`config.mk`:
```
export PLATFORM = sky130hd
export DESIGN_NAME = ntm_vector_buffer
export DESIGN_NICKNAME = d
export VERILOG_FILES = /design/src/rtl/ntm_vector_buffer.sv
export SDC_FILE = /design/constraint.sdc
export NUM_CORES = 1
export LEC_CHECK = 0
export ABC_AREA = 1
export BUFFER_PORTS_ARGS = -buffer_cell sky130_fd_sc_hd__buf_2
export CORE_MARGIN = 5
export CORE_UTILIZATION = 48
export CTS_BUF_LIST = sky130_fd_sc_hd__clkbuf_8
export DETAILED_ROUTE_END_ITERATION = 8
export PLACE_DENSITY = 0.74
export SYNTH_ARGS = -nofsm -noshare
export SYNTH_HDL_FRONTEND = slang
export SYNTH_SLANG_ARGS = --single-unit
```
`constraint.sdc`:
```
create_clock -name CLK -period 1.9 [get_ports CLK]
set_input_delay 0.285 -clock CLK [delete_from_list [all_inputs] [get_ports CLK]]
set_output_delay 0.285 -clock CLK [all_outputs]
set_load 0.02 [all_outputs]
```
`src/rtl/ntm_vector_buffer.sv`:
```
// Strobe-loaded register vector, instantiated by the top for the w, e and a operands
`timescale 1ns/1ps

module ntm_vector_buffer #(
  parameter type payload_t = logic [7:0],
  parameter int  LEN       = 8
) (
  input  logic     CLK,
  input  logic     RST,
  input  logic     load,
  input  payload_t load_data,
  output payload_t vec [LEN]
);

  // Index wide enough for LEN, at least one bit
  localparam int IDX_BITS = (LEN > 1) ? $clog2(LEN) : 1;

  ////////////////////////////////////////////////////////////
  // Load pointer
  ////////////////////////////////////////////////////////////

  logic [IDX_BITS-1:0] idx;
  logic                idx_last;

  // Last slot, next strobe wraps to zero
  assign idx_last = (idx == IDX_BITS'(LEN - 1));

  always_ff @(posedge CLK or posedge RST) begin
    if (RST) begin
      idx <= '0;
    end else if (load) begin
      if (idx_last) begin
        idx <= '0;
      end else begin
        idx <= idx + 1'b1;
      end
    end
  end

  ////////////////////////////////////////////////////////////
  // Storage
  ////////////////////////////////////////////////////////////

  // Cleared on reset so an unloaded operand reads as zero
  always_ff @(posedge CLK or posedge RST) begin
    if (RST) begin
      for (int i = 0; i < LEN; i++) begin
        vec[i] <= '0;
      end
    end else if (load) begin
      vec[idx] <= load_data;
    end
  end

endmodule

```
# Word-level counts from Yosys, hierarchy flattened
# Cells that the tools add are included.
dict set report word_totals {
  regBits 67
  output_inout_bits 64
}
dict set report op_classes {
  addsub 1
  magnitude_cmp 2
  n_eq_ne 1
  n_mux 4
  bitwise_logic 1
  reduce_logical 1
}
# op n
set op_table {}
lappend op_table {{$bwmux W64} 1}
lappend op_table {{$demux W8 S3} 1}
lappend op_table {{$mux W8} 1}
lappend op_table {{$ge A4 B4 Y1 const B} 1}
lappend op_table {{$lt A4 B1 Y1 const B} 1}
lappend op_table {{$not A3 Y4} 1}
lappend op_table {{$add A3 B1 Y3 const B} 1}
lappend op_table {{$eq A3 B3 Y1 const B} 1}
lappend op_table {{$mux W3} 1}
lappend op_table {{$logic_and A1 B1 Y1} 1}

# Depth between registers and ports, before layout
dict set report logic_depth {
  word_depth 6
  depth_mapped 6
}

# Least setup slack after synthesis
# Ideal clock, no wire load.
dict set report synth_path {
  path_type {flip-flop to flip-flop}
  from {register idx[2]}
  to {register vec[49] (netlist name)}
  setup_ns 0.065
  t_arrival_ns 1.088
  required_time_ns 1.835
  path_slack_ns 0.746
  stages_incl_launch_ff 5
  n_path_buf 1
  synth_period_minus_slack_ns 1.154
  cell_sequence {dfrtp_1 -> nor2_2 -> buf_2 -> nand3_1 -> nand2_1}
}
dict set report synth_between {
  elab_chain_len 6
}
# item line_no
set synth_lines {}
lappend synth_lines {{start, declared} 22} ;# logic [IDX_BITS-1:0] idx;
lappend synth_lines {{start signal, assigned} 35} ;# idx <= idx + 1'b1;
lappend synth_lines {{$not A3 Y4 (not written as such) *} 51} ;# vec[idx] <= load_data;
lappend synth_lines {{$ge A4 B4 Y1 (not written as such) or $lt A4 B1 Y1 (tied branches)} 51}
lappend synth_lines {{$logic_and A1 B1 Y1 (not written as such)} 51}
lappend synth_lines {{$mux W8 (not written as such)} 51}
lappend synth_lines {{$demux W8 S3 *} 51}
lappend synth_lines {{$bwmux W64 *} 51}
lappend synth_lines {{end signal, assigned by index} 51}
lappend synth_lines {{end, declared} 12} ;# output payload_t vec [LEN]
# Mark *: on every way between the ends. The rest lies on a longest branch, timed or not.
# A chain may end at the register's enable or synchronous reset.

# Final worst setup path
dict set report layout_path {
  from {register idx[0]}
  to {register vec[22] (netlist name)}
}
# The elaborated chain is that of the path after synthesis.

==> results.toml <==
[synth]
synth_cell_types = 14
synth_warnings = 0
synth.mux.area_fraction_pct = 0
syn_avg_cell_area_um2 = 8.750
yosys.area_share.adder_pct = 0.9315
synthTopCellsByArea = "dfrtp_1, nand2_1, nand3_1"
synth_compound_area_share_pct = 0.6521
netlist_instances = 307
synth_top_family_by_area = "simple AND/OR/NAND/NOR gates"
yosys.area_share.simple_pct = 32.79
ys_seq_area_share_pct = 62.41
synth-seq-cells = 67
syn_area_mm2 = 0.002686
synth-xor-area-share_pct = 0
synth_largest_area_cell = "dfrtp_1"
netlist.area_leader.share_pct = 62.41
syn-num-nets = 320

[sta]
slew_headroom_pct = 66.46
fin_crit_sh_pct = 80.79
period_needed_ns = 1.535
finClkSkew_ns = 0.003744
slew_viol_final = 0
rsz0062_at_grt = "false"
worstMarginPinSlew_ns = 0.5013
setup_viol = 0
fmax_mhz = 651.5
final-hold-violation-count = 0
fin_setup_tns_ns = 0

[global_route]
antenna_found_initial = 0
grt_first_pass_wirelength_mm = 10.77
grt_remaining_overflow = 0
grt_max_degree = 68
track_usage_pct = 19.18
grt_pass1_vias = 2147

[drt]
dr.pass1.iters = 4
drtIter0Drc = 217
drc = 0
viasPerCell = 4.965
wl_per_cell_um = 14.02
drt.antenna.violating_nets = 0
wirelength_mm = 6.450
vias = 2284

[clock_network]
cts.repair.resized = 0
h-tree-depth = 3
postCtsHoldBufs = 0
clock_latency_ns = 0.33
post_cts_buffers = 0
cts_tree = "built"
root_buffer = "clkbuf_8"
clock_sinks = 67
cts_made_buffers = 9
clk_pin_slew_ns = 0.07
max-clock-path-buffers = 2

[floorplanning]
io_pins = 75
core_area_mm2 = 0.005473
die_area_mm2 = 0.007193
die_x_um = 84.81
die_h_um = 84.81
rows = 27
floorplan.initialDensity_pct = 49.09

[worst_setup_path]
crit_type = "reg2reg"
crit_top_cell = "nand2_1"
ff2ff_path_depth = 5
crit-reg2reg-launch = "idx[0]"
worstPathBufferInverterCount = 1
cp.arrival_ns = 1.76
rr_endpoint = "vec[22]"
critical_path.cell_chain = "nand2_1 -> inv_1 -> nand2_1 -> nand2_1 -> nand2_1"
rrSetupSlack_ns = 0.36
worstPathRequired_ns = 2.13
cp_max_fo = 12
worst_path_max_delay_cell = "dfrtp_1"
path_delay_family = "simple AND/OR/NAND/NOR gates"
start_kind = "flop"
end_kind = "flop"
slowest_delay_ns = 0.46

[finish]
drive_above_1_share_pct = 25.26
layout_commonest_cell = "nand2_1"
syn_to_final_growth_pct = 23.47
seq_area_mm2 = 0.001677
n_fill_cell = 533
num_antenna_cells = 0
multi_input_area_um2 = 923.4
fin_nets = 396
utilization_pct = 60.61
final_cell_mix = "nand2_1, buf_2, dfrtp_1, nand3_1, clkbuf_8"

[placed_design]
gp_congestion = 0.7860
numPortBuffers = 74
dp.final_hpwl_mm = 4.330

[outcome]
status = "complete, no violations"

[pwr]
powerDensity_mw_per_mm2 = 1844
peakVddDrop_mv = 0.8389
power_leakage_nw = 1.930

[flow_run]
cap_violations = 0

[worst_hold_path]
hold_class = "in2async"
[area by class of cell]
type                            count  share of cell area, %
Tap cell                           72                  2.716
Clock inverter                      3                 0.3772
Sequential cell                    67                  50.55
Clock buffer                       13                  5.394
Timing Repair Buffer               77                  12.22
Multi-Input combinational cell    221                  27.84
Inverter                            7                 0.9053
[where the power goes]
part / switching (mW) / internal (mW)
registers: 0.381 / 2.08
clock network: 0.499 / 0.605
logic: 1.75 / 0.810
total: 2.62 / 3.49
[worst register-to-register path: stages, from the launching register on]
cell	delay (ns)
dfrtp_1	0.46
nand2_1	0.17
inv_1	0.34
nand2_1	0.29
nand2_1	0.13
nand2_1	0.05
[cell families after synthesis]
logic type / count (synthesis)
and+or+nand+nor: 216
adders and majority gates: 2
AOI/OAI and AO/OA: 3
buffers and inverters: 19
DFF: 67
[worst max-delay path by stage]
stage / startpoint / end / cells after the start
5_1_grt: idx[0] / vec[19] / 5
3_3_place_gp: idx[0] / vec[32] / 5
2_1_floorplan: idx[2] / vec[49] / 4
3_5_place_dp: idx[0] / vec[22] / 5
4_1_cts: idx[0] / vec[22] / 5
6_report: idx[0] / vec[22] / 5
[per-layer routing]
metal	global-route usage [%]	vias up	routed length, um
met2	28.75	71	2927
li1	-	1107	-
met1	26.80	1096	2991
met3	4.563	10	413
met5	0	-	0
met4	8.201	0	117
[sequential cells by signal, indices dropped and copies added (netlist names)]
name  count
idx       3
vec      64
[through the flow]
step / hold slack (ns) / cells / power, mW / instance area [um^2] / worst slack [ns]
2_1_floorplan: 0.3951 / 307 / 4.137 / 2690 / 0.7462
3_3_place_gp: 0.4070 / 444 / 5.001 / 3126 / 0.4119
3_5_place_dp: 0.4118 / 444 / 5.055 / 3126 / 0.3895
4_1_cts: 0.04906 / 460 / 6.176 / 3317 / 0.3739
5_1_grt: 0.07457 / 460 / 6.558 / 3317 / 0.2045
6_report: 0.02757 / 460 / 6.116 / 3317 / 0.3650
[Yosys cell counts, drive strengths merged]
library cell,n
nor2,9
ha,2
nand2,175
dfrtp,67
clkbuf,6
o21a,1
buf,6
o21ai,2
nand3,32
inv,7
Power figures use the tool's default switching activity.
