==> src/rtl/ntm_consts.svh <==
// Size and fixed-point constants for the NTM memory core, include wherever sizes are needed
`ifndef NTM_CONSTS_SVH
`define NTM_CONSTS_SVH

////////////////////////////////////////////////////////////
// Matrix geometry
////////////////////////////////////////////////////////////

// Rows, one weight each
`define NTM_N 8
// Columns, one erase and one add value each
`define NTM_W 8

////////////////////////////////////////////////////////////
// Word and fixed-point formats
////////////////////////////////////////////////////////////

// Unsigned memory word, wraps mod 2^16
`define NTM_WORD_BITS 16
// Q1.7 weight or erase value
`define NTM_WEIGHT_BITS 8
// Fraction bits, so 128 is 1.0
`define NTM_FRAC_BITS 7
// Read sum of N word x weight products
`define NTM_ACC_BITS 27

// Index widths
`define NTM_ROW_BITS 3
`define NTM_COL_BITS 3

`endif

==> src/rtl/ntm_pkg.sv <==
// Shared types of the NTM memory core, imported by the head, memory and top modules
`include "ntm_consts.svh"

package ntm_pkg;

  ////////////////////////////////////////////////////////////
  // Data types
  ////////////////////////////////////////////////////////////

  // Memory word and add value
  typedef logic [`NTM_WORD_BITS-1:0] word_t;

  // Q1.7 weight or erase value
  typedef logic [`NTM_WEIGHT_BITS-1:0] weight_t;

  // Read accumulator, wide enough for N full products
  typedef logic [`NTM_ACC_BITS-1:0] acc_t;

  ////////////////////////////////////////////////////////////
  // Index and control types
  ////////////////////////////////////////////////////////////

  typedef logic [`NTM_ROW_BITS-1:0] row_t;
  typedef logic [`NTM_COL_BITS-1:0] col_t;

  // Top step sequence, read pass then write pass
  typedef enum logic [1:0] {
    SEQ_IDLE  = 2'd0,
    SEQ_READ  = 2'd1,
    SEQ_WRITE = 2'd2
  } seq_state_t;

endpackage

==> src/rtl/ntm_write_head.sv <==
// Write head, erases then adds on every element in row-major order, one element per cycle
`timescale 1ns/1ps
`include "ntm_consts.svh"

module ntm_write_head (
  input  logic             CLK,
  input  logic             RST,
  input  logic             start,
  input  ntm_pkg::weight_t w_vec [`NTM_N],
  input  ntm_pkg::weight_t e_vec [`NTM_W],
  input  ntm_pkg::word_t   a_vec [`NTM_W],
  // Read address doubles as write address
  output ntm_pkg::row_t    rd_row,
  output ntm_pkg::col_t    rd_col,
  input  ntm_pkg::word_t   rd_data,
  output logic             wr_en,
  output ntm_pkg::word_t   wr_data,
  output logic             done
);

  import ntm_pkg::*;

  // M*w*e, three factors
  localparam int ERASE_BITS = `NTM_WORD_BITS + 2 * `NTM_WEIGHT_BITS;
  // w*a
  localparam int ADD_BITS   = `NTM_WORD_BITS + `NTM_WEIGHT_BITS;

  ////////////////////////////////////////////////////////////
  // Walk state
  ////////////////////////////////////////////////////////////

  logic busy;
  row_t row_idx;
  col_t col_idx;

  logic row_last;
  logic col_last;

  assign row_last = (row_idx == row_t'(`NTM_N - 1));
  assign col_last = (col_idx == col_t'(`NTM_W - 1));

  // Column inner, row outer
  always_ff @(posedge CLK or posedge RST) begin
    if (RST) begin
      busy    <= 1'b0;
      row_idx <= '0;
      col_idx <= '0;
      done    <= 1'b0;
    end else begin
      done <= 1'b0;
      if (start && !busy) begin
        busy    <= 1'b1;
        row_idx <= '0;
        col_idx <= '0;
      end else if (busy) begin
        if (col_last) begin
          col_idx <= '0;
          if (row_last) begin
            row_idx <= '0;
            busy    <= 1'b0;
            done    <= 1'b1;
          end else begin
            row_idx <= row_idx + 1'b1;
          end
        end else begin
          col_idx <= col_idx + 1'b1;
        end
      end
    end
  end

  assign rd_row = row_idx;
  assign rd_col = col_idx;

  ////////////////////////////////////////////////////////////
  // Element update
  ////////////////////////////////////////////////////////////

  logic [ERASE_BITS-1:0] erase_prod;
  logic [ADD_BITS-1:0]   add_prod;
  word_t                 erase_term;
  word_t                 add_term;

  // Erase term, two Q1.7 factors so drop 14 bits
  assign erase_prod = ERASE_BITS'(rd_data) * ERASE_BITS'(w_vec[row_idx])
                    * ERASE_BITS'(e_vec[col_idx]);
  assign erase_term = word_t'(erase_prod >> (2 * `NTM_FRAC_BITS));

  // Add term, one Q1.7 factor
  assign add_prod = ADD_BITS'(a_vec[col_idx]) * ADD_BITS'(w_vec[row_idx]);
  assign add_term = word_t'(add_prod >> `NTM_FRAC_BITS);

  // Erase first, then add, both wrap mod 2^16
  assign wr_data = rd_data - erase_term + add_term;
  assign wr_en   = busy;

endmodule

==> config.mk <==
export PLATFORM = sky130hd
export DESIGN_NAME = ntm_write_head
export DESIGN_NICKNAME = d
export VERILOG_FILES = /design/src/rtl/ntm_pkg.sv /design/src/rtl/ntm_write_head.sv
export VERILOG_INCLUDE_DIRS = /design/src /design/src/rtl
export SDC_FILE = /design/constraint.sdc
export NUM_CORES = 1
export LEC_CHECK = 0
export BUFFER_PORTS_ARGS = -buffer_cell sky130_fd_sc_hd__buf_2
export CORE_MARGIN = 2
export CORE_UTILIZATION = 59
export DETAILED_ROUTE_END_ITERATION = 8
export PLACE_DENSITY = 0.9
export REMOVE_ABC_BUFFERS = 1
export SLEW_MARGIN = 20
export SYNTH_ARGS = -nofsm -noshare
export SYNTH_HDL_FRONTEND = slang
export SYNTH_SLANG_ARGS = --single-unit
export TNS_END_PERCENT = 5
==> constraint.sdc <==
create_clock -name CLK -period 35.3 [get_ports CLK]
set_input_delay 8.825 -clock CLK [delete_from_list [all_inputs] [get_ports CLK]]
set_output_delay 8.825 -clock CLK [all_outputs]
set_load 0.005 [all_outputs]
==> Word level (Yosys, flattened, before mapping) <==
Index checks and enable logic that the tools add are counted.
{ "totals": {"register_bits": 8, "latchBits": 0, "mem_bits_rw": 0, "romBits": 0, "out_inout_bits": 24, "word_cells": 46, "mem_count": 0} }
{ "classes": {"add_sub_neg": 4, "n_mul": 3, "div": 0, "magnitude_cmp": 2, "n_eq_ne": 2, "shifts": 0, "n_mux": 24, "bitwise": 2, "n_reduce_logical": 5} }
{ "op_table": {"columns": ["op", "n"], "rows": [
  ["$bmux 16 s3", 1],
  ["$bmux 8 s3", 2],
  ["$mux 16", 2],
  ["$mux 8", 4],
  ["$mul 24x8->30", 1],
  ["$mul 16x8->24", 1],
  ["$mul 16x8->23", 1],
  ["$mux 3", 7],
  ["$add 16x16->16", 1],
  ["$sub 16x16->16", 1],
  ["$ge 4x4->1 const B", 2],
  ["$mux 1", 8],
  ["$not 3->4", 2],
  ["$add 3x1->3 const B", 2],
  ["$eq 3x3->1 const B", 2],
  ["$reduce_bool 2->1", 2],
  ["$reduce_and 2->1", 1],
  ["$logic_and 1x1->1", 1],
  ["$logic_not 1->1", 1]
]} }

==> Longest topological paths before layout <==
{ "logic_depth": {"ltp_word": 8, "ltp_mapped": 52, "depth_no_buf": 49} }

==> Worst setup path after synthesis <==
No wires, ideal clock.
{ "synth_path": {"kind": "input -> output", "from": "in w_vec[2] (netlist bit)", "to": "out wr_data[15]", "arrival_time_ns": 19.916, "slack_ns": 6.559, "stages": 46, "n_path_buf": 1, "path_cell_list": "mux4_2 -> mux2i_1 -> clkbuf_1 -> nor2b_1 -> fa_1 -> fa_1 -> fa_1 -> inv_1 -> fa_1 -> inv_1 -> ha_1 -> o21ai_0 -> nand2_1 -> nand3_1 -> o21ai_1 -> a21oi_1 -> o21ai_1 -> o41ai_2 -> [10 not listed] -> ha_1 -> and3_1 -> nand2_1 -> or4_1 -> o31ai_1 -> or2_1 -> xor2_1 -> fa_1 -> inv_1 -> ha_1 -> nand2_1 -> nand2b_1 -> a21o_1 -> a41o_1 -> xnor2_1 -> xnor2_1 -> xnor3_1 -> xnor2_1"} }
{ "synth_between": {"elab_chain_cells": 7, "elab_cells_between_ends": 8, "classes_between": "add/sub: 2; mul: 3; mux: 3"} }
{ "synth_rtl": {"columns": ["element", "line", "rtl"], "rows": [
  ["from (decl)", "ntm_write_head.sv:9", "input ntm_pkg::weight_t w_vec [`NTM_N],"],
  ["$bmux 8 s3 *", "ntm_write_head.sv:85, ntm_write_head.sv:90", null],
  ["$mux 8 (not written as such) * (2 in series)", "ntm_write_head.sv:85, ntm_write_head.sv:90", null],
  ["$mul 16x8->24", "ntm_write_head.sv:85", "assign erase_prod = ERASE_BITS'(rd_data) * ERASE_BITS'(w_vec[row_idx])"],
  ["$mul 24x8->30", "ntm_write_head.sv:86", "* ERASE_BITS'(e_vec[col_idx]);"],
  ["$sub 16x16->16", "ntm_write_head.sv:94", "assign wr_data = rd_data - erase_term + add_term;"],
  ["$add 16x16->16 *", "ntm_write_head.sv:94", null],
  ["to (decl)", "ntm_write_head.sv:17", "output ntm_pkg::word_t wr_data,"]
]} }
Mark *: on every way between the ends. The rest lies on a longest branch, timed or not. The select of a mux whose other input is x is not followed.

==> Worst setup path after layout <==
{ "layout_path": {"from": "in w_vec[3] (netlist bit)", "to": "out wr_data[15]"} }
Same word-level chain as after synthesis.

==> impl_results.md <==
- I/O Pins: 299
- Maxcap violations: 0
- First-pass GRT wire length: 67,400 um
- Post-Synth Adder-Cell Area: 50.3%
- Sink Count: 8
- Crit Path Category: in2out
- FP Rows: 60
- Worst-Skew Late Latency: 240 ps
- Core area: 0.0268 mm^2
- Drt first pass iters: 5
- Main flop type after synthesis: dfrtp_1
- Delay-heaviest family, CP: adder cells
- Multi-input logic area: 0.0144 mm^2
- Post-route ant nets: 0
- Final #Nets: 2,721
- Min cycle time layout: 30,860 ps
- Drt wl/cell: 17.7 um
- Run status: finished clean
- Detailed Route Iter0 Violations: 870
- Final-report setup violation count: 0
- Post-cts hold buffer count: 0
- Post-Synth Simple-Gate Area: 18.6%
- R2r setup slk: 32,900 ps
- Most used cell, CP: fa_1
- Die Wd: 169 um
- TritonCTS Buffers: 3
- Post-Syn Instances: 1,733
- Synth Area in Compound Gates: 5.71%
- Pin count of the biggest net entering global routing: 52
- GRT Total Usage: 29.1%
- Clk slew on worst S/H paths: 40 ps
- PortBufs: 298
- Largest family of logic cells by synthesized area: adder cells
- Die area: 0.0284 mm^2
- Initial antenna violation count: 2
- Xor-xnor portion of the synthesized cell area: 3.70%
- Startpoint types: input port
- Worst-margin pin slew: 1130 ps
- Seq/Total Area, Yosys: 1.25%
- Routed via count: 13,600
- CP bufs+invs: 9
- Worst Setup End Kind: primary output
- FFs w/ async S/R, synth: 100%
- R2R cell count: 6
- Root Buffer: clkbuf_16
- HPWL after DPL: 34,400 um
- Top cell type's share of synthesized area: 38.9%
- Yosys reg bits: 8
- CP Max Fanout: 32
- Crit path depth: 47
- Arr. time, crit path: 22,040 ps
- FF/Latch Area: 208 um^2
- Reg2reg start: rd_col[0]
- Area delta synth->final: 11.8%
- Initial Util: 59.7%
- Filler cell count: 1,971
- DRC: 0
- Req. time, crit path: 26,470 ps
- Multiplexer share of the synthesized area: 11.4%
- Area leader, netlist: fa_1
- Worst Hold Class: reg2reg
- Most common cell in the synthesized netlist: inv_1
- Share of cells above drive strength 1: 22.6%
- Worst R2R End: rd_row[1]
- Slew headroom: 22.5%
- Library cells used by synthesis: 71
- Crit path to: wr_data[15]
- Overall die height: 169 um
- Syn avg cell area: 9.23 um^2
- Synth warnings: 0
- CP Launch Point: w_vec[3]
- Max Buffers Root-to-Sink: 2
- Remaining global-route overflow: 0
- Post-CTS setup buffers: 0
- Max Clock Freq: 0.0324 GHz
- Via/cell ratio: 5.83
- Max-slew violations: 0
- Slowest cell on crit path: a2111oi_0
- Layout Skew: 3.13 ps
- Final setup TNS: 0 ps
- CTS-repair resized insts: 0
- Vias in the first global route: 14,900
- Hold Vio Cnt, Final: 0
- Area contributors post-synth: fa_1 (39%), ha_1 (11%), mux4_2 (9.0%), inv_1 (7.6%), nor2_1 (4.0%)
- CP max stage delay: 980 ps
- Htree depth: 1
- Number of flops mapped to enable cells by yosys: 0
- Synth cell count leaders: inv_1 (323), fa_1 (311), nor2_1 (169)
- Tcrit/Tclk final: 87.4%
- GPL Wtd Cong: 0.872
- Routed wire length: 41,200 um
- Post-Syn Area: 0.0160 mm^2
- CTS tree: built
- RSZ-0062 raised after global routing: false
-- stage by stage --
| step | util [%] | worst slack [ps] | hold WS [ps] | std cells | instance area (um^2) |
|---|---|---|---|---|---|
| 6_report | 66.7 | 4440 | 721 | 2333 | 17900 |
| 5_1_grt | 66.7 | 3850 | 772 | 2333 | 17900 |
| 4_1_cts | 66.7 | 4590 | 702 | 2330 | 17900 |
| 3_5_place_dp | 66.4 | 4660 | 680 | 2326 | 17800 |
| 3_3_place_gp | 66.4 | 5030 | 668 | 2326 | 17800 |
| 2_1_floorplan | - | 5790 | 623 | 1673 | 15700 |
-- worst register-to-register path, cell delays in order (launching register included) --
cell and delay (ps):
dfrtp_4 610, buf_4 580, ha_1 260, ha_1 240, nand2b_1 150, o21ai_0 170
a32o_1 250
-- cell type report --
cell class	instances	area share, %
Timing Repair Buffer	312	8.92
Antenna cell	3	0.0420
Multi-Input combinational cell	1341	80.2
Tap cell	341	2.39
Inverter	324	6.80
Sequential cell	8	1.16
Clock buffer	4	0.441
-- worst min-delay path by stage --
stage / start / slack, ps / endpoint / cells after the start
after floorplan: wr_en / 620 / rd_col[1] / 2
after global placement: wr_en / 670 / rd_col[1] / 2
after detailed placement: wr_en / 680 / rd_col[1] / 2
after CTS: wr_en / 700 / rd_col[1] / 2
after global routing: wr_en / 770 / rd_col[2] / 2
final: wr_en / 720 / rd_col[1] / 2
-- logic make-up after synthesis --
family | after synthesis
AND/OR/NAND/NOR | 590
multiplexers | 97
flip-flops | 8
XOR/XNOR | 66
AO/OA/AOI/OAI | 132
buffers and inverters | 384
adder cells (fa/ha/maj) | 456
-- routing by layer --
metal	track usage, %	up-vias	wire length (um)
met5	0	-	0
met4	15.0	0	2140
met3	2.20	153	2430
met2	54.4	632	22100
met1	33.5	6840	14500
li1	-	5967	-
-- cell usage in the layout (no fill, tap or decap), drive strengths merged, types with 3 or more instances in the layout --
cell type / n
a21o: 19
o21a: 10
o211ai: 3
nand3: 16
o41ai: 3
mux4: 64
mux2: 19
o21ai: 26
xnor2: 40
mux2i: 14
clkbuf: 4
dfrtp: 8
fa: 311
buf: 312
nor2b: 95
nand2: 131
a21boi: 3
a21oi: 37
xor2: 25
nor4b: 3
a32o: 3
and3: 4
nand4: 6
inv: 324
and2: 65
a2111oi: 3
ha: 145
a31oi: 7
nor2: 169
or2: 27
diode: 3
nand2b: 48
nor3: 15
o21bai: 6
-- sequential cells by signal, indices dropped and copies added, names as in the netlist --
name	flops
done	1
rd_col	3
wr_en	1
rd_row	3
Power is not shown: default switching activity piles up to over one toggle a cycle in this logic, so the estimate is an artifact.
