==> src/rtl/ntm_consts.svh <==
// Size and fixed-point constants for the NTM memory core, include wherever sizes are needed
`ifndef NTM_CONSTS_SVH
`define NTM_CONSTS_SVH

////////////////////////////////////////////////////////////
// Matrix geometry
////////////////////////////////////////////////////////////

// Rows, one weight each
`define NTM_N 8
// Columns, one erase and one add value each
`define NTM_W 8

////////////////////////////////////////////////////////////
// Word and fixed-point formats
////////////////////////////////////////////////////////////

// Unsigned memory word, wraps mod 2^16
`define NTM_WORD_BITS 16
// Q1.7 weight or erase value
`define NTM_WEIGHT_BITS 8
// Fraction bits, so 128 is 1.0
`define NTM_FRAC_BITS 7
// Read sum of N word x weight products
`define NTM_ACC_BITS 27

// Index widths
`define NTM_ROW_BITS 3
`define NTM_COL_BITS 3

`endif

==> src/rtl/ntm_pkg.sv <==
// Shared types of the NTM memory core, imported by the head, memory and top modules
`include "ntm_consts.svh"

package ntm_pkg;

  ////////////////////////////////////////////////////////////
  // Data types
  ////////////////////////////////////////////////////////////

  // Memory word and add value
  typedef logic [`NTM_WORD_BITS-1:0] word_t;

  // Q1.7 weight or erase value
  typedef logic [`NTM_WEIGHT_BITS-1:0] weight_t;

  // Read accumulator, wide enough for N full products
  typedef logic [`NTM_ACC_BITS-1:0] acc_t;

  ////////////////////////////////////////////////////////////
  // Index and control types
  ////////////////////////////////////////////////////////////

  typedef logic [`NTM_ROW_BITS-1:0] row_t;
  typedef logic [`NTM_COL_BITS-1:0] col_t;

  // Top step sequence, read pass then write pass
  typedef enum logic [1:0] {
    SEQ_IDLE  = 2'd0,
    SEQ_READ  = 2'd1,
    SEQ_WRITE = 2'd2
  } seq_state_t;

endpackage

==> src/rtl/ntm_read_head.sv <==
// Read head, walks columns and emits r(k) = sum_j w(j)*M(j,k) >> 7 once per column
`timescale 1ns/1ps
`include "ntm_consts.svh"

module ntm_read_head (
  input  logic             CLK,
  input  logic             RST,
  input  logic             start,
  input  ntm_pkg::weight_t w_vec [`NTM_N],
  // Memory read port
  output ntm_pkg::row_t    rd_row,
  output ntm_pkg::col_t    rd_col,
  input  ntm_pkg::word_t   rd_data,
  // Result stream, one word every N cycles
  output ntm_pkg::word_t   r_out,
  output logic             r_valid,
  output logic             done
);

  import ntm_pkg::*;

  ////////////////////////////////////////////////////////////
  // Walk state
  ////////////////////////////////////////////////////////////

  logic busy;
  row_t row_idx;
  col_t col_idx;
  acc_t acc;

  logic row_last;
  logic col_last;

  // Row is the inner index for a read
  assign row_last = (row_idx == row_t'(`NTM_N - 1));
  assign col_last = (col_idx == col_t'(`NTM_W - 1));

  assign rd_row = row_idx;
  assign rd_col = col_idx;

  ////////////////////////////////////////////////////////////
  // Multiply-accumulate
  ////////////////////////////////////////////////////////////

  acc_t prod;
  acc_t acc_next;

  // 16 x 8 product, N of them fit the accumulator
  assign prod     = acc_t'(rd_data) * acc_t'(w_vec[row_idx]);
  assign acc_next = acc + prod;

  always_ff @(posedge CLK or posedge RST) begin
    if (RST) begin
      busy    <= 1'b0;
      row_idx <= '0;
      col_idx <= '0;
      acc     <= '0;
      r_valid <= 1'b0;
      done    <= 1'b0;
    end else begin
      // Pulses by default
      r_valid <= 1'b0;
      done    <= 1'b0;
      if (start && !busy) begin
        busy    <= 1'b1;
        row_idx <= '0;
        col_idx <= '0;
        acc     <= '0;
      end else if (busy) begin
        if (row_last) begin
          // Column complete, fresh sum for the next one
          row_idx <= '0;
          acc     <= '0;
          r_valid <= 1'b1;
          if (col_last) begin
            col_idx <= '0;
            busy    <= 1'b0;
            done    <= 1'b1;
          end else begin
            col_idx <= col_idx + 1'b1;
          end
        end else begin
          row_idx <= row_idx + 1'b1;
          acc     <= acc_next;
        end
      end
    end
  end

  // Result word, drop fraction then truncate to 16 bits
  always_ff @(posedge CLK) begin
    if (busy && row_last) begin
      r_out <= word_t'(acc_next >> `NTM_FRAC_BITS);
    end
  end

endmodule

==> config.mk <==
export PLATFORM = sky130hd
export DESIGN_NAME = ntm_read_head
export DESIGN_NICKNAME = d
export VERILOG_FILES = /design/src/rtl/ntm_pkg.sv /design/src/rtl/ntm_read_head.sv
export VERILOG_INCLUDE_DIRS = /design/src /design/src/rtl
export SDC_FILE = /design/constraint.sdc
export NUM_CORES = 1
export LEC_CHECK = 0
export BUFFER_PORTS_ARGS = -buffer_cell sky130_fd_sc_hd__buf_2
export CORE_AREA = 4 4 130 132
export CTS_CLUSTER_DIAMETER = 100
export DETAILED_ROUTE_END_ITERATION = 8
export DIE_AREA = 0 0 134 136
export PLACE_DENSITY = 0.75
export SLEW_MARGIN = 40
export SYNTH_ARGS = -nofsm -noshare
export SYNTH_HDL_FRONTEND = slang
export SYNTH_SLANG_ARGS = --single-unit
==> constraint.sdc <==
create_clock -name CLK -period 7.7 [get_ports CLK]
set_clock_uncertainty 0.15 [all_clocks]
set_input_delay 0 -clock CLK [delete_from_list [all_inputs] [get_ports CLK]]
set_output_delay 0 -clock CLK [all_outputs]
set_load 0.005 [all_outputs]
Yosys cells after proc, flatten, opt, wreduce, memory -nomap -nowiden
Cells that the tools add are included.
{"block": "totals", "regBits": 52, "latchBits": 0, "ramBits": 0, "rom_bits": 0, "input_bits": 83, "out_inout_bits": 24, "elab_cells": 45, "n_memories": 0}
{"block": "op_classes", "add_sub_neg": 3, "mul": 1, "n_div": 0, "n_lt_le_gt_ge": 1, "n_eq_ne": 2, "shifts": 0, "n_mux": 24, "bitwise_logic": 1, "n_reduce_logical": 6}
{"op": "two-way mux 27 bit", "count": 3}
{"op": "adder 27 x 24 -> 27 bit", "count": 1}
{"op": "binary-select mux 8 bit (select 3 bit)", "count": 1}
{"op": "multiplier 16 x 8 -> 24 bit", "count": 1}
{"op": "two-way mux 3 bit", "count": 7}
{"op": "two-way mux 8 bit", "count": 2}
{"op": "two-way mux 1 bit", "count": 11}
{"op": "adder 3 x 1 -> 3 bit (second input constant)", "count": 2}
{"op": "== test 3 bit (second input constant)", "count": 2}
{"op": ">= comparator 4 bit (second input constant)", "count": 1}
{"op": "inverter 3 -> 4 bit", "count": 1}
{"op": "nonzero test 2 bit", "count": 2}
{"op": "logical AND 1 bit", "count": 2}
{"op": "AND reduction 2 bit", "count": 1}
{"op": "zero test 1 bit", "count": 1}

Depth between registers and ports, before layout
Gate-level depths: netlist (run 1).
{"block": "depth", "word_depth": 9, "depth_mapped": 22, "mapped_depth_nobuf": 19}

Worst setup path after synthesis (run 1)
OpenSTA, ideal clock, no wires.
{"block": "synth_path", "kind": "reg-to-reg", "start": "register row_idx[0], in the netlist rd_row[0]", "end": "register r_out[13] (data pin)", "setup_ps": 255, "t_arrival_ps": 5615, "required_ps": 7295, "slack_ps": 1680, "path_stages_with_launch": 20, "path_buffers": 3, "synth_period_minus_slack_ps": 6020, "cell_sequence": "dfrtp_1 buf_2 buf_2 mux4_2 mux2_2 clkbuf_1 and2_1 fa_1 fa_1 fa_1 inv_1 fa_1 inv_1 ha_1 a2111oi_0 o21ai_0 a21oi_1 o21bai_1 mux2i_1 and2_1"}
{"block": "synth_between", "elab_chain_len": 6}
{"item": "start, declared", "line_no": "ntm_read_head.sv:27", "rtl": "row_t row_idx;"}
{"item": "start signal, assigned", "line_no": "ntm_read_head.sv:83", "rtl": "row_idx <= row_idx + 1'b1;"}
{"item": "inverter 3 -> 4 bit (not written as such)", "line_no": "ntm_read_head.sv:49", "rtl": "assign prod = acc_t'(rd_data) * acc_t'(w_vec[row_idx]);"}
{"item": "binary-select mux 8 bit (select 3 bit)", "line_no": "ntm_read_head.sv:49"}
{"item": "two-way mux 8 bit (not written as such) (2 in a row)", "line_no": "ntm_read_head.sv:49"}
{"item": "multiplier 16 x 8 -> 24 bit", "line_no": "ntm_read_head.sv:49"}
{"item": "adder 27 x 24 -> 27 bit", "line_no": "ntm_read_head.sv:50", "rtl": "assign acc_next = acc + prod;"}
{"item": "net acc_next[20]", "line_no": "ntm_read_head.sv:46", "rtl": "acc_t acc_next;"}
{"item": "end signal, assigned", "line_no": "ntm_read_head.sv:93", "rtl": "r_out <= word_t'(acc_next >> `NTM_FRAC_BITS);"}
{"item": "end, declared", "line_no": "ntm_read_head.sv:15", "rtl": "output ntm_pkg::word_t r_out,"}
The timed path passes the listed nets, and every way through them passes these cells. The select of a mux whose other input is x is not followed.
A chain may end at the register's enable or synchronous reset.

Final worst setup path (run 1)
{"block": "layout_path", "start": "register row_idx[1], in the netlist rd_row[1]", "end": "register r_out[14] (data pin)"}
The elaborated chain is that of the path after synthesis.

==> results.py, run 1 <==
metrics = {
    "clock_tree": {
        "hold_buffers": 2,
        "path_clk_slew_ns": 0.07,
        "cts_buffers": 5,
        "cts_resized": 0,
        "cts.sinks": 48,
        "clk_latency_ns": 0.29,
        "root_buffer": "clkbuf_16",
        "post_cts_buffers": 0,
        "cts_buffer_depth": 2,
        "tritoncts": "done",
        "cts_max_level": 2,
    },
    "logic_synthesis": {
        "synth-edff-count": 16,
        "syn_inst": 697,
        "synth_xor_area_share_pct": 1.93,
        "synthAdderAreaFrac_pct": 39.0,
        "synthesis.nets": 929,
        "async_flop_share_pct": 66.7,
        "yosysSeqAreaShare_pct": 18.8,
        "syn_area_um2": 6800,
        "ys.flop_type": "dfrtp_1",
        "ys_ff_latch": 48,
        "yosys_warnings": 0,
        "synth_compound_area_share_pct": 8.63,
        "synth_top_family_by_area": "adder cells",
        "syn_avg_cell_area_um2": 9.76,
        "synthMuxAreaShare_pct": 7.30,
        "synth-simple-area-share_pct": 13.9,
        "ys_types": 46,
    },
    "sta": {
        "finalHoldViolCount": 0,
        "rsz0062_at_grt": "no",
        "fmax_mhz": 159,
        "worstMarginPinSlew_ns": 0.767,
        "final_max_slew_viol_count": 0,
        "post-route-period-util_pct": 81.9,
        "slew_headroom_pct": 48.8,
        "setup_violations": 0,
        "min_period_ns": 6.30,
        "finalSetupTns_ns": 0,
    },
    "floorplanning": {
        "core_region_area_um2": 15700,
        "io-pin-count": 107,
        "dieArea_um2": 18200,
        "fp.dieW_um": 134,
        "fp.dieH_um": 136,
        "start_util_pct": 43.3,
        "num_rows": 46,
    },
    "layout": {
        "syn_to_final_growth_pct": 13.7,
        "drive_above_1_share_pct": 18.9,
        "layout_common_cells": "inv_1, buf_2, fa_1",
        "final_common_cell": "inv_1",
        "fill_cells": 1472,
        "final_cells": 1010,
        "antenna_cells": 0,
        "fin_nets": 1025,
    },
    "setup_path": {
        "r2r_slack_ns": 1.40,
        "cpMaxStageDelayCell": "dfrtp_1",
        "rr_worst_depth": 16,
        "endpoint_kind": "flop",
        "cpLargestDelayFamily": "adder cells",
        "start_kind": "flop",
        "rr_endpoint": "r_out[14]",
        "cp_common_cell": "fa_1",
        "crit_fanout": 19,
        "path_cells": "mux4_2, mux2_4, and2_1, fa_1, fa_1, fa_1, inv_1, fa_1, inv_1, ha_1, a21oi_1, and2_1, o21ai_0, a21oi_1, nand2_1, xor2_1",
        "max_stage_delay_ns": 0.84,
        "required_ns": 7.59,
        "critPathBufInv": 2,
        "critPathArrivalTime_ns": 6.19,
        "setup.worst_path.start": "rd_row[1]",
        "path_class": "flop to flop",
        "r2r_start": "rd_row[1]",
    },
    "grt": {
        "grt_pass1_vias": 5541,
        "overflow": 0,
        "antenna_found_initial": 0,
        "grt_start_max_net_pins": 33,
        "grt_util_all_layers_pct": 19.2,
        "grt_pass1_wl_um": 27800,
    },
    "min_path": {
        "hp-start": "rd_data[15]",
        "min_to": "acc[22]",
        "hold_depth": 5,
        "hp-class": "input pin to flop",
    },
    "placed_design": {
        "post-dp-hpwl_um": 13300,
        "place_inst": 1000,
        "gp_congestion": 0.850,
        "io_buffers": 106,
    },
    "detailed_routing": {
        "wl_per_cell_um": 16.3,
        "drt.antenna.violating_nets": 0,
        "wl_um": 16500,
        "drtIter0Drc": 249,
        "vias": 5214,
        "drc": 0,
        "via_per_inst": 5.16,
        "detail_route.first_pass.iterations": 5,
    },
    "status": {
        "outcome": "finished clean",
    },
    "run": {
        "drv_cap": 0,
    },
}
state kept, by name, indices dropped and copies added, names as in the netlist:
name     cells
acc         23
busy         1
done         1
r_out       16
r_valid      1
rd_col       3
rd_row       3
tightest hold or removal path: cells and delay by family:
kind / cells / cell delay [ns]
AO/OA/AOI/OAI: 2 / 0.27
XOR/XNOR: 1 / 0.07
buffers and inverters: 1 / 0.16
AND/OR/NAND/NOR: 1 / 0.07
how the worst max path moves through the flow:
stage	endpoint	cells after the start
after global placement	r_out[15]	16
final	r_out[14]	16
after detailed placement	r_out[15]	16
after floorplan	r_out[13]	19
after global routing	r_out[14]	16
after CTS	r_out[14]	16
metrics by stage:
step | utilization [%] | setup WS (ns) | cell area [µm²] | hold slack [ns]
after floorplan | - | 1.68 | 6800 | -0.0338
after global placement | 48.0 | 1.29 | 7530 | -0.0317
after detailed placement | 48.0 | 1.47 | 7540 | -0.0219
after CTS | 49.2 | 1.44 | 7730 | 0.164
after global routing | 49.2 | 0.955 | 7730 | 0.198
final | 49.2 | 1.40 | 7730 | 0.168
area by class of cell:
cell class,instances,area (µm²),area share (%)
clock buffer,5,125,1.62
clock inverter,3,47.5,0.615
inverter,163,612,7.92
multi-input combinational,464,4820,62.4
sequential,48,1280,16.6
tap,216,270,3.50
timing repair buffer,111,573,7.41
kinds of logic after synthesis:
logic type                 Yosys count
AOI/OAI and AO/OA                   82
xor gates and xnor gates            15
adders and majority gates          149
buffers and inverters              185
DFF                                 48
muxes                               28
and+or+nand+nor                    190
cells in the mapped netlist (2+ instances only):
master / n / share of area, %
a211oi_1: 3 / 0.33
nand2_1: 83 / 4.6
a21o_1: 5 / 0.55
o21a_1: 3 / 0.33
o21bai_1: 3 / 0.33
o31ai_1: 2 / 0.22
and2_1: 68 / 6.3
xor2_1: 4 / 0.52
clkbuf_1: 17 / 0.94
a211o_1: 2 / 0.26
xnor2_1: 11 / 1.4
a32o_1: 5 / 0.74
o211ai_1: 6 / 0.66
a22o_1: 15 / 1.9
nand2b_1: 8 / 0.74
mux4_2: 16 / 5.3
fa_1: 105 / 31
ha_1: 44 / 8.1
dfrtp_1: 32 / 12
nor2_1: 13 / 0.72
mux2_2: 9 / 1.5
nand4_1: 5 / 0.46
or3_1: 2 / 0.18
a2111oi_0: 2 / 0.26
edfxtp_1: 16 / 7.1
a21oi_1: 14 / 1.0
buf_2: 3 / 0.22
inv_1: 163 / 9.0
nand3_1: 4 / 0.29
mux2i_1: 2 / 0.29
and3_1: 3 / 0.28
o21ai_0: 15 / 1.1
routing by layer:
| layer | up-vias | share of wire [%] | global-route usage (%) |
|---|---|---|---|
| met3 | 37 | 5.0 | 2.78 |
| met4 | 0 | 2.9 | 5.03 |
| met5 | - | 0 | 0 |
| met1 | 2643 | 43 | 25.7 |
| met2 | 152 | 49 | 32.8 |
| li1 | 2382 | - | - |
Power of run 1 is not shown: default switching activity piles up to over one toggle a cycle in this logic, so the estimate is an artifact.
==> run 2: changes to the inputs <==
--- a/config.mk
+++ b/config.mk
@@ -11,7 +11,7 @@
 export CTS_CLUSTER_DIAMETER = 100
 export DETAILED_ROUTE_END_ITERATION = 8
 export DIE_AREA = 0 0 134 136
-export PLACE_DENSITY = 0.75
+export PLACE_DENSITY = 0.77
 export SLEW_MARGIN = 40
 export SYNTH_ARGS = -nofsm -noshare
 export SYNTH_HDL_FRONTEND = slang
==> constraint.sdc (replaced) <==
create_clock -name CLK -period 5.5 [get_ports CLK]
set_clock_uncertainty 0.15 [all_clocks]
set_input_delay 0 -clock CLK [delete_from_list [all_inputs] [get_ports CLK]]
set_output_delay 0 -clock CLK [all_outputs]
set_load 0.005 [all_outputs]
==> run 2 against run 1 <==
The flow now finishes with violations (negative setup slack). First-iteration DRC count increased by 58%. Non-clock buffer count up 75. Routed wire length increased by 22%. Hold slack worse by 0.018 ns. Flip-flop and latch count unchanged. Fmax is 11% higher. Final cell count rose by 7.7%. Via count rose by 11%. Global-route usage rose by 3.3 points. Sequential share of layout area down 2.0 points. Critical path type unchanged. Largest cell class unchanged.
==> results.py, run 2 (synthesis results as in run 1) <==
metrics = {
    "sta": {
        "whs_ns": 0.150,
        "final_max_slew_viol_count": 0,
        "fmax_mhz": 176,
        "slew_headroom_pct": 66.4,
        "post-route-period-util_pct": 103,
        "min_period_ns": 5.69,
        "fin_ws_ns": -0.192,
        "setup_violations": 21,
        "worstMarginPinSlew_ns": 0.504,
        "finalHoldViolCount": 0,
        "rsz0062_at_grt": "yes",
    },
    "layout": {
        "antenna_cells": 0,
        "syn_to_final_growth_pct": 28.9,
        "drive_above_1_share_pct": 33.6,
        "largest_register": "acc",
        "final_common_cell": "inv_1",
        "layout_common_cells": "inv_1, buf_2, fa_1",
        "largest_reg_flops": 23,
        "fin_nets": 1103,
        "reg_top3": "acc x23, r_out x16",
    },
    "grt": {
        "grt_pass1_vias": 6144,
        "grt_start_max_net_pins": 33,
        "grt_util_all_layers_pct": 22.5,
        "grt_pass1_wl_um": 32000,
        "overflow": 0,
        "antenna_found_initial": 0,
    },
    "floorplanning": {
        "num_rows": 46,
        "start_util_pct": 43.3,
        "fp.dieH_um": 136,
        "core_region_area_um2": 15700,
        "io-pin-count": 107,
        "fp.dieW_um": 134,
        "dieArea_um2": 18200,
    },
    "placed_design": {
        "io_buffers": 106,
        "post-dp-hpwl_um": 14400,
        "gp_congestion": 0.909,
        "pre_cts_ws_ns": -0.223,
    },
    "detailed_routing": {
        "drt.antenna.violating_nets": 0,
        "detail_route.first_pass.iterations": 7,
        "wl_per_cell_um": 18.5,
        "via_per_inst": 5.33,
        "vias": 5795,
        "drtIter0Drc": 393,
        "drc": 0,
        "wl_um": 20200,
    },
    "clock_tree": {
        "cts_buffer_depth": 2,
        "cts_max_level": 2,
        "clk_latency_ns": 0.30,
        "cts_buffers": 5,
        "root_buffer": "clkbuf_16",
        "cts.sinks": 48,
        "tritoncts": "done",
        "path_clk_slew_ns": 0.07,
    },
    "setup_path": {
        "max_stage_delay_ns": 0.62,
        "setup.worst_path.start": "rd_row[0]",
        "path_cells": "buf_4, buf_16, mux4_2, buf_4, mux2_4, and2_1, fa_1, fa_1, fa_1, fa_1, ha_4, a21oi_2, o21ai_2, o211ai_1, a21oi_2, or3_1, and2_1",
        "cpMaxStageDelayCell": "fa_1",
        "r2r_start": "rd_row[0]",
        "start_kind": "flop",
        "rr_endpoint": "r_out[15]",
        "cp-endpoint": "r_out[15]",
        "endpoint_kind": "flop",
        "crit_fanout": 7,
        "required_ns": 5.40,
        "cp_common_cell": "fa_1",
        "r2r_slack_ns": -0.19,
        "critPathArrivalTime_ns": 5.59,
        "rr_worst_depth": 17,
        "path_class": "flop to flop",
    },
    "min_path": {
        "hp-class": "input pin to flop",
        "hp-start": "rd_data[0]",
    },
    "status": {
        "outcome": "finished with violations",
        "violations": "negative setup slack",
    },
    "run": {
        "drv_cap": 0,
    },
}
-- run 2: cell types whose count changed in the layout (fill, tap and decap cells not counted), sizes merged --
cell | previous run | this run
buf | 109 | 184
clkbuf | 5 | 6
inv | 163 | 164
mux2 | 10 | 13
clkinvlp | 0 | 1
clkinv | 2 | 0
bufinv | 1 | 0
-- run 2: layer usage --
metal,vias to the layer above,share of wire (%),GRT usage (%)
met3,49,7.4,3.70
met2,274,50,39.5
met5,-,0,0
met4,0,3.7,5.71
li1,2545,-,-
met1,2927,39,29.2
-- run 2: timing repair --
| item | CTS | global route |
|---|---|---|
| pin swaps | 36 | 23 |
| hold endpoints to repair | 37 | 0 |
| setup endpoints to repair | 22 | 26 |
| setup buffers | 16 | 7 |
| gates resized for setup | 64 | 21 |
| gates cloned | 3 | 1 |
| hold buffers | 2 | 0 |
-- run 2: layout make-up --
cell class / instances / area [µm²]
clock buffers: 6 / 139
clock inverters: 2 / 13.8
fillers: 1290 / 6950
inverters: 163 / 612
multi-input cells: 467 / 5250
flip-flops and latches: 48 / 1280
well taps: 216 / 270
repair buffers: 186 / 1190
-- run 2: how the worst min path moves through the flow --
stage	to	slack, ns	cells after the start
3_3_place_gp	acc[20]	-0.02	3
6_report	acc[0]	0.15	4
5_1_grt	acc[22]	0.19	5
2_1_floorplan	acc[0]	-0.03	1
4_1_cts	acc[0]	0.15	4
3_5_place_dp	acc[20]	-0.01	3
-- run 2: metrics by stage --
step           instances  utilization (%)  setup TNS [ns]  instance area [µm²]
6_report            1088             55.8           -2.24                 8760
5_1_grt             1088             55.8           -4.93                 8760
4_1_cts             1080             54.8          -0.438                 8610
3_5_place_dp        1052             51.1           -2.47                 8030
3_3_place_gp        1052             51.1          -0.891                 8030
2_1_floorplan        697                -               0                 6950
-- run 2: critical path: cells and delay by family, from the launching register on --
kind                       cells  cell delay (ns)
DFF                            1             0.39
adders and majority gates      5             2.36
AOI/OAI and AO/OA              4             0.54
buffers and inverters          3             0.46
and+or+nand+nor                3             0.71
muxes                          2             0.83
Power of run 2 is left out for the same reason.
==> run 3: changes to the inputs <==
--- a/config.mk
+++ b/config.mk
@@ -7,11 +7,11 @@
 export NUM_CORES = 1
 export LEC_CHECK = 0
 export BUFFER_PORTS_ARGS = -buffer_cell sky130_fd_sc_hd__buf_2
-export CORE_AREA = 4 4 130 132
+export CORE_AREA = 4 4 118 120
 export CTS_CLUSTER_DIAMETER = 100
 export DETAILED_ROUTE_END_ITERATION = 8
-export DIE_AREA = 0 0 134 136
-export PLACE_DENSITY = 0.77
+export DIE_AREA = 0 0 122 124
+export PLACE_DENSITY = 0.89
 export SLEW_MARGIN = 40
 export SYNTH_ARGS = -nofsm -noshare
 export SYNTH_HDL_FRONTEND = slang
==> run 3 against run 2 <==
The flow still finishes with violations (negative setup slack). Setup slack got worse by 0.33 ns. Utilization increased by 13 points. Final cell count decreased by 2.8%. Routed wire length grew 26%. Critical endpoint is now acc[14]. Via count is 12% higher. Flip-flop and latch count did not move. Cell area rose by 1.3%.
==> results.py, run 3 (synthesis results as in run 1) <==
metrics = {
    "clock_tree": {
        "root_buffer": "clkbuf_16",
        "tritoncts": "done",
        "cts_buffer_depth": 2,
        "clk_latency_ns": 0.32,
        "cts_max_level": 2,
        "cts.sinks": 48,
        "path_clk_slew_ns": 0.08,
        "cts_buffers": 5,
    },
    "layout": {
        "syn_to_final_growth_pct": 30.5,
        "layout_common_cells": "inv_1, buf_2, fa_1",
        "drive_above_1_share_pct": 34.7,
        "reg_top3": "acc x23, r_out x16",
        "fill_cells": 842,
        "largest_reg_flops": 23,
        "final_area_um2": 8870,
        "final_common_cell": "inv_1",
        "largest_register": "acc",
        "fin_nets": 1111,
    },
    "run": {
        "drv_cap": 0,
    },
    "grt": {
        "antenna_found_initial": 2,
        "grt_pass1_wl_um": 33500,
        "overflow": 0,
        "grt_pass1_vias": 6522,
        "grt_util_all_layers_pct": 29.0,
        "grt_start_max_net_pins": 33,
    },
    "sta": {
        "whs_ns": 0.173,
        "finalHoldViolCount": 0,
        "min_period_ns": 6.02,
        "post-route-period-util_pct": 109,
        "finalSetupTns_ns": -5.54,
        "fmax_mhz": 166,
        "worstMarginPinSlew_ns": 0.507,
        "slew_headroom_pct": 66.2,
        "setup_violations": 24,
        "rsz0062_at_grt": "yes",
        "final_max_slew_viol_count": 0,
        "fin_ws_ns": -0.519,
    },
    "setup_path": {
        "r2r_start": "rd_row[0]",
        "rr_endpoint": "acc[14]",
        "path_class": "flop to flop",
        "required_ns": 5.57,
        "critPathArrivalTime_ns": 6.09,
        "crit_fanout": 6,
        "endpoint_kind": "flop",
        "rr_worst_depth": 19,
        "start_kind": "flop",
        "r2r_slack_ns": -0.52,
    },
    "floorplanning": {
        "num_rows": 42,
        "io-pin-count": 107,
        "dieArea_um2": 15100,
        "start_util_pct": 52.4,
        "core_region_area_um2": 13000,
        "fp.dieW_um": 122,
        "fp.dieH_um": 124,
    },
    "detailed_routing": {
        "drt.antenna.violating_nets": 0,
        "vias": 6504,
        "wl_um": 25300,
        "detail_route.first_pass.iterations": 5,
        "wl_per_cell_um": 24.0,
        "via_per_inst": 6.15,
        "drtIter0Drc": 721,
        "drc": 0,
    },
    "status": {
        "outcome": "finished with violations",
        "violations": "negative setup slack",
    },
    "placed_design": {
        "io_buffers": 106,
        "gp_congestion": 0.910,
        "post-dp-hpwl_um": 14300,
        "pre_cts_ws_ns": -0.239,
        "placed_area_um2": 7990,
    },
    "min_path": {
        "hp-class": "input pin to async pin",
    },
}
run 3: worst max-delay path by stage:
stage,slack [ns],to,from
2_1_floorplan,0.0002,r_out[13],rd_row[0]
3_3_place_gp,-0.11,r_out[15],rd_row[0]
3_5_place_dp,-0.24,r_out[8],rd_row[0]
4_1_cts,-0.09,r_out[15],rd_row[0]
5_1_grt,-0.59,acc[14],rd_row[0]
6_report,-0.52,acc[14],rd_row[0]
run 3: final cells by class:
cell class	count	area [µm²]	share of cell area [%]
inverters	163	612	6.89
multi-input cells	468	5320	59.9
flip-flops and latches	48	1280	14.5
diodes	1	2.50	0.0282
well taps	176	220	2.48
repair buffers	193	1240	14.0
clock inverters	3	68.8	0.775
clock buffers	5	125	1.41
run 3: stage by stage:
stage | instances | utilization, %
after floorplan | 697 | -
after global placement | 1013 | 61.5
after detailed placement | 1013 | 61.5
after CTS | 1038 | 65.5
after global routing | 1056 | 68.4
final | 1057 | 68.4
run 3: timing repair:
action                                 in CTS  in global routing
resized for setup                          44                 43
hold buffers                                2                  0
cloned                                      1                  4
setup endpoints to repair                  20                 28
pin swaps                                  12                 36
endpoints found under the hold margin      34                  0
buffers inserted                           15                 14
run 3: metal layers:
layer	track usage (%)	share of wire, %	wire [µm]
met5	0	0.27	68
met4	14.4	10	2590
met1	34.2	31	7740
met3	5.22	13	3230
met2	51.2	46	11700
run 3: worst max-delay path, cell delays in order (launching register included):
cell      delay [ns]
dfrtp_2         0.45
buf_6           0.17
mux4_2          0.51
buf_4           0.18
mux2_4          0.32
and2_1          0.18
fa_1            0.50
fa_1            0.48
fa_1            0.53
inv_1           0.05
fa_1            0.49
inv_1           0.07
ha_4            0.30
inv_1           0.06
o211ai_1        0.40
a21oi_2         0.10
buf_4           0.17
buf_4           0.14
xnor2_2         0.31
a22o_1          0.35
Power of run 3 is left out for the same reason.
